--- src/verilog/l2_serdes_pkg.sv ---
/*
 * Shared widths, sizes and types for the line-to-beat converter,
 * the burst memory model and their testbench.
 * Modules pull these in with a wildcard import in the body.
 */

package l2_serdes_pkg;

    localparam int LINE_W    = 256;     // Bits in a cache line
    localparam int BUS_W     = 64;      // Bits in a bus beat
    localparam int LINE_B    = LINE_W / 8;
    localparam int BUS_B     = BUS_W / 8;
    localparam int BEATS     = LINE_W / BUS_W;
    localparam int ADDR_W    = 12;      // Byte address, upper half is out of range
    localparam int ID_W      = 4;
    localparam int MEM_WORDS = 256;     // 2 KB of 64-bit words
    localparam int MEM_LAT   = 2;       // Address accept to first read beat

    // AXI-style response codes
    localparam logic [1:0] RESP_OKAY   = 2'd0;
    localparam logic [1:0] RESP_SLVERR = 2'd2;

    typedef logic [LINE_W-1:0] line_t;
    typedef logic [LINE_B-1:0] line_strb_t;
    typedef logic [BUS_W-1:0]  bus_t;
    typedef logic [BUS_B-1:0]  bus_strb_t;
    typedef logic [ADDR_W-1:0] addr_t;
    typedef logic [ID_W-1:0]   id_t;
    typedef logic [2:0]        size_t;  // log2 of bytes per transfer
    typedef logic [7:0]        len_t;   // Beats minus one
    typedef logic [1:0]        resp_t;

    typedef enum logic [1:0] {
        ST_IDLE,
        ST_READ,
        ST_WRITE
    } serdes_state_t;

    typedef enum logic [2:0] {
        MS_IDLE,
        MS_RLAT,
        MS_READ,
        MS_WRITE,
        MS_RESP
    } mem_state_t;

endpackage
--- src/verilog/l2_serdes.sv ---
/*
 * Converts whole-line cache requests into 64-bit bus bursts.
 * Reads gather up to four beats into a line, writes shift the line
 * out one beat at a time. One transaction is in flight at a time.
 */

`timescale 1ns/100ps

module l2_serdes (
    input  logic                        i_clk,
    input  logic                        i_nrst,
    // Cache side
    input  logic                        i_ar_valid,
    output logic                        o_ar_ready,
    input  l2_serdes_pkg::addr_t        i_ar_addr,
    input  l2_serdes_pkg::size_t        i_ar_size,
    input  l2_serdes_pkg::id_t          i_ar_id,
    input  logic                        i_aw_valid,
    output logic                        o_aw_ready,
    input  l2_serdes_pkg::addr_t        i_aw_addr,
    input  l2_serdes_pkg::size_t        i_aw_size,
    input  l2_serdes_pkg::id_t          i_aw_id,
    input  l2_serdes_pkg::line_t        i_w_data,
    input  l2_serdes_pkg::line_strb_t   i_w_strb,
    output logic                        o_r_valid,
    output l2_serdes_pkg::line_t        o_r_data,
    output l2_serdes_pkg::resp_t        o_r_resp,
    output l2_serdes_pkg::id_t          o_r_id,
    output logic                        o_b_valid,
    output l2_serdes_pkg::resp_t        o_b_resp,
    output l2_serdes_pkg::id_t          o_b_id,
    // Memory bus side
    output logic                        o_mem_ar_valid,
    input  logic                        i_mem_ar_ready,
    output l2_serdes_pkg::addr_t        o_mem_ar_addr,
    output l2_serdes_pkg::len_t         o_mem_ar_len,
    output l2_serdes_pkg::id_t          o_mem_ar_id,
    output logic                        o_mem_aw_valid,
    input  logic                        i_mem_aw_ready,
    output l2_serdes_pkg::addr_t        o_mem_aw_addr,
    output l2_serdes_pkg::len_t         o_mem_aw_len,
    output l2_serdes_pkg::id_t          o_mem_aw_id,
    output logic                        o_mem_w_valid,
    input  logic                        i_mem_w_ready,
    output l2_serdes_pkg::bus_t         o_mem_w_data,
    output l2_serdes_pkg::bus_strb_t    o_mem_w_strb,
    output logic                        o_mem_w_last,
    input  logic                        i_mem_r_valid,
    input  l2_serdes_pkg::bus_t         i_mem_r_data,
    input  l2_serdes_pkg::resp_t        i_mem_r_resp,
    input  l2_serdes_pkg::id_t          i_mem_r_id,
    input  logic                        i_mem_r_last,
    input  logic                        i_mem_b_valid,
    input  l2_serdes_pkg::resp_t        i_mem_b_resp,
    input  l2_serdes_pkg::id_t          i_mem_b_id
);
    import l2_serdes_pkg::*;

    serdes_state_t      state;
    len_t               req_len;        // Write beats left minus one
    logic [BEATS-1:0]   rmux;           // One-hot lane of the next read beat
    line_t              line_q;
    line_strb_t         wstrb_q;
    resp_t              rresp_q;        // Worst read response so far
    logic               b_wait;         // All beats sent, waiting for B
    line_t              rline;
    resp_t              rresp_cur;
    logic               ar_take;
    logic               aw_take;
    logic               w_take;

    // Burst length from the request size
    function automatic len_t size2len(input size_t size);
        len_t len;
        case (size)
            3'd0, 3'd1, 3'd2, 3'd3: len = 8'd0;
            3'd4:                   len = 8'd1;
            default:                len = 8'd3;
        endcase
        return len;
    endfunction

    // Current read beat dropped into its lane
    always_comb begin
        rline = line_q;
        for (int i = 0; i < BEATS; i++) begin
            if (rmux[i]) begin
                rline[i*BUS_W +: BUS_W] = i_mem_r_data;
            end
        end
    end

    assign rresp_cur = (i_mem_r_resp > rresp_q) ? i_mem_r_resp : rresp_q;

    // Requests pass straight through while idle, reads take priority
    assign o_mem_ar_valid = (state == ST_IDLE) & i_ar_valid;
    assign o_mem_ar_addr  = i_ar_addr;
    assign o_mem_ar_len   = size2len(i_ar_size);
    assign o_mem_ar_id    = i_ar_id;
    assign o_ar_ready     = (state == ST_IDLE) & i_mem_ar_ready;

    assign o_mem_aw_valid = (state == ST_IDLE) & i_aw_valid & ~i_ar_valid;
    assign o_mem_aw_addr  = i_aw_addr;
    assign o_mem_aw_len   = size2len(i_aw_size);
    assign o_mem_aw_id    = i_aw_id;
    assign o_aw_ready     = (state == ST_IDLE) & i_mem_aw_ready & ~i_ar_valid;

    assign ar_take = o_mem_ar_valid & i_mem_ar_ready;
    assign aw_take = o_mem_aw_valid & i_mem_aw_ready;

    // Low beat of the shifting line is always the one on the bus
    assign o_mem_w_valid = (state == ST_WRITE) & ~b_wait;
    assign o_mem_w_last  = o_mem_w_valid & (req_len == '0);
    assign o_mem_w_data  = line_q[BUS_W-1:0];
    assign o_mem_w_strb  = wstrb_q[BUS_B-1:0];
    assign w_take        = o_mem_w_valid & i_mem_w_ready;

    assign o_r_valid = (state == ST_READ) & i_mem_r_valid & i_mem_r_last;
    assign o_r_data  = rline;
    assign o_r_resp  = rresp_cur;
    assign o_r_id    = i_mem_r_id;

    assign o_b_valid = (state == ST_WRITE) & b_wait & i_mem_b_valid;
    assign o_b_resp  = i_mem_b_resp;
    assign o_b_id    = i_mem_b_id;

    always_ff @(posedge i_clk or negedge i_nrst) begin
        if (!i_nrst) begin
            state   <= ST_IDLE;
            req_len <= '0;
            rmux    <= '0;
            rresp_q <= RESP_OKAY;
            b_wait  <= 1'b0;
        end else begin
            case (state)
                ST_IDLE: begin
                    if (ar_take) begin
                        state   <= ST_READ;
                        rmux    <= {{(BEATS-1){1'b0}}, 1'b1};
                        rresp_q <= RESP_OKAY;
                    end else if (aw_take) begin
                        state   <= ST_WRITE;
                        req_len <= o_mem_aw_len;
                        b_wait  <= 1'b0;
                    end
                end
                ST_READ: begin
                    if (i_mem_r_valid) begin
                        rmux    <= rmux << 1;
                        rresp_q <= rresp_cur;
                        if (i_mem_r_last) begin
                            state <= ST_IDLE;
                        end
                    end
                end
                ST_WRITE: begin
                    if (w_take) begin
                        if (o_mem_w_last) begin
                            b_wait <= 1'b1;
                        end else begin
                            req_len <= req_len - 8'd1;
                        end
                    end else if (o_b_valid) begin
                        b_wait <= 1'b0;
                        state  <= ST_IDLE;
                    end
                end
                default: state <= ST_IDLE;
            endcase
        end
    end

    // Line buffer, shared by both directions
    always_ff @(posedge i_clk) begin
        if (ar_take) begin
            line_q <= '0;                       // Unfilled lanes read as zero
        end else if (aw_take) begin
            line_q  <= i_w_data;
            wstrb_q <= i_w_strb;
        end else if ((state == ST_READ) && i_mem_r_valid) begin
            line_q <= rline;
        end else if (w_take) begin
            line_q  <= line_q >> BUS_W;
            wstrb_q <= wstrb_q >> BUS_B;
        end
    end

endmodule

--- config.mk ---
export PLATFORM = sky130hd
export DESIGN_NAME = l2_serdes
export DESIGN_NICKNAME = d
export VERILOG_FILES = /design/src/verilog/l2_serdes_pkg.sv /design/src/verilog/l2_serdes.sv
export SDC_FILE = /design/constraint.sdc
export NUM_CORES = 1
export LEC_CHECK = 0
export BUFFER_PORTS_ARGS = -buffer_cell sky130_fd_sc_hd__clkbuf_2
export CAP_MARGIN = 20
export CELL_PAD_IN_SITES_DETAIL_PLACEMENT = 1
export CELL_PAD_IN_SITES_GLOBAL_PLACEMENT = 2
export CORE_AREA = 3 3 310 312
export CTS_CLUSTER_SIZE = 14
export DETAILED_ROUTE_END_ITERATION = 12
export DIE_AREA = 0 0 313 315
export PLACE_DENSITY = 0.64
export SLEW_MARGIN = 20
export SYNTH_ARGS = -nofsm -noshare
export SYNTH_HDL_FRONTEND = slang
export SYNTH_SLANG_ARGS = --single-unit
--- constraint.sdc ---
create_clock -name i_clk -period 4.3 [get_ports i_clk]
set_input_delay 0.215 -clock i_clk [delete_from_list [all_inputs] [get_ports i_clk]]
set_output_delay 0.215 -clock i_clk [all_outputs]
set_load 0.02 [all_outputs]
# [Word level (Yosys, flattened, before mapping)]
# Index checks and enable logic that the tools add are counted.
[word_totals] latch_bits=0 memories=0 wordCells=103 out_inout_bits=396 in_bits=412 reg_bits=305 ramBits=0 romBits=0
[classes] n_shift=0 reduce_logical=16 n_mul=0 magnitude_cmp=1 n_bitwise=18 addsub=1 n_eq_ne=23 div=0 n_mux=37
[ops] operator="256-bit 2-to-1 mux" n=3
[ops] operator="64-bit 2-to-1 mux" n=4
[ops] operator="32-bit 2-to-1 mux" n=3
[ops] operator="8-bit 2-to-1 mux" n=4
[ops] operator="2-bit inequality test, second input constant" n=10
[ops] operator="2-bit 2-to-1 mux" n=9
[ops] operator="8-bit one-hot mux with 2 select lines" n=1
[ops] operator="1-bit AND" n=15
[ops] operator="5-bit AND reduction" n=3
[ops] operator="3-bit by 2-bit == test with 1-bit output, second input constant" n=4
[ops] operator="2-bit one-hot mux with 2 select lines" n=3
[ops] operator="3-bit inequality test, second input constant" n=3
[ops] operator="8-bit zero test" n=1
[ops] operator="4-bit 2-to-1 mux" n=2
[ops] operator="4-bit one-hot mux with 2 select lines" n=1
[ops] operator="4-bit OR reduction" n=2
[ops] operator="8-bit by 1-bit subtractor with 8-bit output, second input constant" n=1
[ops] operator="3-bit by 1-bit == test with 1-bit output, second input constant" n=2
[ops] operator="3-bit == test, second input constant" n=2
[ops] operator="3-bit zero test" n=2
[ops] operator="2-bit one-hot mux with 3 select lines" n=1
[ops] operator="3-bit AND reduction" n=2
[ops] operator="2-bit nonzero test" n=3
[ops] operator="1-bit 2-to-1 mux" n=5
[ops] operator="other kinds (8)" n=10

# [Depth between registers and ports, before layout]
[depth] word_depth=7 ltp_mapped=8 mapped_depth_nobuf=6

# [Worst setup path after synthesis]
# Ideal clock, no wire load.
[synth_timing] kind="reg2reg" from="register state[0]" to="register wstrb_q[0] (enable)" path_buffers=0 setup_ns=0.387 period_less_slack_ns=2.267 path_stages_with_launch=5 arrival_time_ns=1.879 setup_slack_ns=2.033 required_time_ns=3.913 cell_sequence="dfrtp_1 > or4b_4 > inv_2 > a21oi_1 > inv_1"
[synth_between] elab_chain_len=6 elab_cells_between_ends=15 cone_classes="3 x eq/ne; 8 x bitwise; 4 x reduce/logical"
[synth_rtl] element="start: declaration" line="l2_serdes.sv:59" source="serdes_state_t state;"
[synth_rtl] element="start signal: assignment" line="l2_serdes.sv:129" source="state <= ST_IDLE;"
[synth_rtl] element="start signal: assignment" line="l2_serdes.sv:138" source="state <= ST_READ;"
[synth_rtl] element="start signal: assignment" line="l2_serdes.sv:142" source="state <= ST_WRITE;"
[synth_rtl] element="2-bit zero test" line="l2_serdes.sv:96, l2_serdes.sv:102"
[synth_rtl] element="1-bit AND (2 in series)" line="l2_serdes.sv:102" source="assign o_mem_aw_valid = (state == ST_IDLE) & i_aw_valid & ~i_ar_valid;"
[synth_rtl] element="1-bit AND" line="l2_serdes.sv:109" source="assign aw_take = o_mem_aw_valid & i_mem_aw_ready;"
[synth_rtl] element="2-bit inequality test (no line) / 2-bit nonzero test (equally long branches)"
[synth_rtl] element="3-bit AND reduction (no line) *"
[synth_rtl] element="end signal: assignment" line="l2_serdes.sv:179" source="wstrb_q <= i_w_strb;"
[synth_rtl] element="end signal: assignment" line="l2_serdes.sv:184" source="wstrb_q <= wstrb_q >> BUS_B;"
[synth_rtl] element="end: declaration" line="l2_serdes.sv:63" source="line_strb_t wstrb_q;"
# Every way passes the cells marked *; elsewhere a longest branch is shown, timed or not.
# A chain may end at the register's enable or synchronous reset.

# [Final worst setup path]
[layout_timing] from="register rmux[0]" to="output port o_r_data[35]"
[layout_between] elab_chain_len=1
[layout_rtl] element="start: declaration" line="l2_serdes.sv:61" source="logic [BEATS-1:0] rmux;"
[layout_rtl] element="start signal: assignment" line="l2_serdes.sv:139" source="rmux <= {{(BEATS-1){1'b0}}, 1'b1};"
[layout_rtl] element="start signal: assignment" line="l2_serdes.sv:149" source="rmux <= rmux << 1;"
[layout_rtl] element="64-bit 2-to-1 mux" line="l2_serdes.sv:87" source="if (rmux[i]) begin"
[layout_rtl] element="end: declaration" line="l2_serdes.sv:26" source="output l2_serdes_pkg::line_t o_r_data,"
# Every way passes these cells.

==> tab_implementation.tex <==
\begin{tabular}{lr}
\hline
Metric & Value \\
\hline
\multicolumn{2}{l}{\textbf{Status}} \\
Outcome & completed \\
\multicolumn{2}{l}{\textbf{STA}} \\
Transition at the pin with the smallest max-transition slack & around 1000 ps \\
Aggregate negative setup slack & 0 ps \\
Tightest hold margin & between 40 and 50 ps \\
Max\_slew headroom & 0.307 \\
Final setup violating endpoints & 0 \\
Maximum achievable frequency & about 0.35 GHz \\
Setup repair after global routing missed its margin & false \\
Number of hold violations in the final report & 0 \\
Setup Skew & between 15 and 20 ps \\
Max-slew violation total from the final report & 0 \\
Shortest clock period the worst path allows after layout & approximately 2900 ps \\
Tcrit/Tclk final & 0.668 \\
\multicolumn{2}{l}{\textbf{Finish}} \\
Total area of multi-input combinational cells & around 10000 um2 \\
Fraction of layout instances using a drive strength above 1 & 0.354 \\
Most frequent standard cell in the layout excluding fill and tap cells & sky130\_fd\_sc\_hd\_\_clkbuf\_2 \\
Commonest cells after routing, fill and taps aside & 711 x sky130\_fd\_sc\_hd\_\_clkbuf\_2, 384 x sky130\_fd\_sc\_hd\_\_nor2\_1, 292 x sky130\_fd\_sc\_hd\_\_dlygate4sd3\_1, 257 x sky130\_fd\_sc\_hd\_\_mux2\_2, 256 x sky130\_fd\_sc\_hd\_\_dfxtp\_1 \\
Area taken by flip-flops and latches & 6530 um2 \\
Nets@finish & 3426 \\
Number of non-filler instances in the completed layout & $\sim$4300 \\
Syn-to-layout area delta & 43.7\% \\
Layout fillers & 11300 \\
\multicolumn{2}{l}{\textbf{Worst setup path}} \\
Worst setup path class & reg2out \\
Startpoint type of the worst setup path & register \\
Cell-by-cell trace of the critical path & buf\_4 > mux2\_2 > clkbuf\_2 \\
Maximum net fanout on the critical path & 41 \\
Beginning of the worst register-to-register path & state[0]\$\_DFFE\_PN0P\_ \\
Slowest library cell on the worst path & sky130\_fd\_sc\_hd\_\_dfrtp\_4 \\
Source of the critical timing path & rmux[0]\$\_DFFE\_PN0P\_ \\
Data arrival at the endpoint of the critical path & 2660 ps \\
Type of destination of the critical path & output port \\
Data required time at the worst endpoint & 4090 ps \\
Worst path max stage delay & roughly 1000 ps \\
\multicolumn{2}{l}{\textbf{Placement}} \\
Final weighted congestion in routability-driven placement & 0.821 \\
Count of buffers inserted at the top-level ports & between 700 and 800 \\
Count of placed standard cells including taps & $\sim$4000 \\
Estimated wirelength of the detail-placed design & $\sim$66000 um \\
\multicolumn{2}{l}{\textbf{Global route}} \\
Antenna violations before repair & 9 \\
Via count of the first global-routing pass & between 20000 and 25000 \\
Largest net degree at the start of global routing & approximately 130 \\
Leftover overflow at the end of global routing & 0 \\
Wire length of the first global-routing pass & approximately 140000 um \\
Global-route usage over all layers & 0.186 \\
\multicolumn{2}{l}{\textbf{Power and ir drop}} \\
Psw & around 0.011 W \\
Pwr Density & approximately 830 nW/um2 \\
Net switching share of the total power & 0.486 \\
Peak VDD IR & $\sim$320 uV \\
Comb pwr share & 0.577 \\
Static leakage power & 11.5 nW \\
Power share of the sequential group & 0.258 \\
Power share of the clock group & 0.165 \\
Cell Int Power & between 0.01 and 0.015 W \\
\multicolumn{2}{l}{\textbf{Die}} \\
Io pins & 808 \\
Die area & a little under 100000 um2 \\
Core region area & 93300 um2 \\
Die boundary height & about 320 um \\
Rows & approximately 110 \\
Die X & between 300 and 400 um \\
Initial Utilization & 0.197 \\
\multicolumn{2}{l}{\textbf{Logic synthesis}} \\
Top cell type by total area after synthesis & sky130\_fd\_sc\_hd\_\_dfxtp\_1 \\
Area contributors post-synth & sky130\_fd\_sc\_hd\_\_dfxtp\_1 28\%, sky130\_fd\_sc\_hd\_\_mux2\_2 16\%, sky130\_fd\_sc\_hd\_\_nor2\_1 7.9\% \\
Total standard cell area after synthesis & around 18000 um2 \\
Average cell area after synthesis & 8.15 um2 \\
Fraction of registers with async set/reset & 0.0557 \\
Yosys synthesis warning count & 0 \\
Fraction of synthesized cell area taken by the top area cell type & 0.279 \\
Number of register bits inferred by synthesis & 305 \\
Commonest register cell after synthesis & sky130\_fd\_sc\_hd\_\_dfxtp\_1 \\
Sequential cell area fraction in the yosys report & 0.355 \\
Cell variety after synth & slightly below 50 \\
Post-synthesis instance total & $\sim$2300 \\
Number of enable-type register cells in the synthesized netlist & 32 \\
\multicolumn{2}{l}{\textbf{CTS}} \\
CTS max path bufs & 3 \\
H-tree Lvls & 2 \\
Number of CTS-inserted buffers & 43 \\
Clock input transition at the sequential cells of the worst setup and hold paths & $\sim$60 ps \\
TritonCTS clock tree & yes \\
Number of sinks on the clock net & slightly above 300 \\
Latest clock arrival within the worst-skew pair & between 500 and 600 ps \\
Buffers inserted by post-CTS timing repair & 0 \\
Clock Tree Root & sky130\_fd\_sc\_hd\_\_clkbuf\_16 \\
\multicolumn{2}{l}{\textbf{Flow run}} \\
Total of max-cap violations & 0 \\
\multicolumn{2}{l}{\textbf{Detailed routing}} \\
\# DRC & 0 \\
Routed wire length per instance & around 22 um \\
Initial DRC Count & between 1000 and 1500 \\
Total wire length & a little under 100000 um \\
Detailed-route vias per instance & approximately 4.7 \\
Vias after detailed routing & $\sim$20000 \\
Pre-antenna DRT Iters & 7 \\
Antenna-violating nets left & 0 \\
\multicolumn{2}{l}{\textbf{Min path}} \\
Hold Path Origin & i\_w\_data[180] \\
Tightest Hold Check Type & in2reg \\
\hline
\end{tabular}
## through the flow
stage / total power (W) / worst slack (ps) / utilization / area, um2
6_report: 0.0218 / 1430 / 0.283 / 26400
3_5_place_dp: 0.0181 / 1580 / 0.237 / 22100
4_1_cts: 0.0221 / 1320 / 0.283 / 26400
3_3_place_gp: 0.0181 / 1640 / 0.237 / 22100
5_1_grt: 0.0233 / 1300 / 0.283 / 26400
2_1_floorplan: 0.0140 / 2030 / - / 18400
## repair_timing
action	CTS	global route
endpoints found under the hold margin	308	0
resized for setup	0	0
setup endpoints to repair	0	0
hold buffers	292	0
## cells by family after synthesis
kind of cell | synth area share
simple gates | 0.196
compound gates | 0.180
buf+inv | 0.106
flops | 0.355
mux | 0.159
fa+ha+maj | 0.00341
xor+xnor | 0.000954
other cells | 0.000204
## critical path: cells and delay by family, from the launching register on
kind                   cells  cell delay (ps)
multiplexers               1              390
flip-flops                 1             1040
buffers and inverters      2              640
## state kept, by name, indices dropped and copies added, names as in the netlist
signal	count
rresp_q	2
rmux	4
b_wait	1
wstrb_q	32
state	2
line_q	256
req_len	8
## worst paths after layout
path / end / depth (start not counted) / slack (ps)
min in group asynchronous: rmux[2]$_DFFE_PN0P_ / 2 / 210
worst min-delay path: line_q[180]$_SDFFE_PP0P_ / 3 / 50
worst min register to register: line_q[158]$_SDFFE_PP0P_ / 1 / 480
worst max-delay path: o_r_data[35] / 3 / 1430
worst max register to register: line_q[209]$_SDFFE_PP0P_ / 7 / 1550
max in group asynchronous: rmux[0]$_DFFE_PN0P_ / 2 / 3600
## synth_stat cells, types with 11 or more instances
master                        n
sky130_fd_sc_hd__nor2_1     386
sky130_fd_sc_hd__mux2_2     257
sky130_fd_sc_hd__dfxtp_1    256
sky130_fd_sc_hd__nand2_1    245
sky130_fd_sc_hd__a31oi_1    155
sky130_fd_sc_hd__or3_1      155
sky130_fd_sc_hd__buf_4      136
sky130_fd_sc_hd__buf_2      110
sky130_fd_sc_hd__o21ai_0     86
sky130_fd_sc_hd__clkbuf_1    82
sky130_fd_sc_hd__o21ai_1     76
sky130_fd_sc_hd__a222oi_1    64
sky130_fd_sc_hd__a21oi_1     43
sky130_fd_sc_hd__o22ai_1     38
sky130_fd_sc_hd__o2bb2ai_1   38
sky130_fd_sc_hd__edfxtp_1    32
sky130_fd_sc_hd__dfrtp_1     17
sky130_fd_sc_hd__inv_1       11
## power by group through the flow
stage / registers [W] / clock network [W] / logic [W]
after floorplan: 0.00490 / 0 / 0.00909
after global placement: 0.00567 / 0 / 0.0124
after detailed placement: 0.00567 / 0 / 0.0124
after CTS: 0.00563 / 0.00375 / 0.0127
after global routing: 0.00584 / 0.00384 / 0.0136
final: 0.00563 / 0.00361 / 0.0126
## final cells by class
| type | instances | share of cell area |
|---|---|---|
| multi-input combinational | 1614 | 0.379 |
| sequential | 305 | 0.247 |
| clock buffer | 62 | 0.0481 |
| timing repair buffer | 1033 | 0.259 |
| inverter | 12 | 0.00171 |
| antenna | 3 | 0.000284 |
| tap | 1254 | 0.0595 |
| clock inverter | 12 | 0.00455 |
## layer usage
metal  up-vias  track usage  wire, um
li1       9467            -         -
met1      9787        0.228     40500
met2       626        0.322     47100
met3       155       0.0374      5290
met4         4       0.0666      3370
met5         -            0        22
Note: power is estimated with default switching activity, not from simulation.
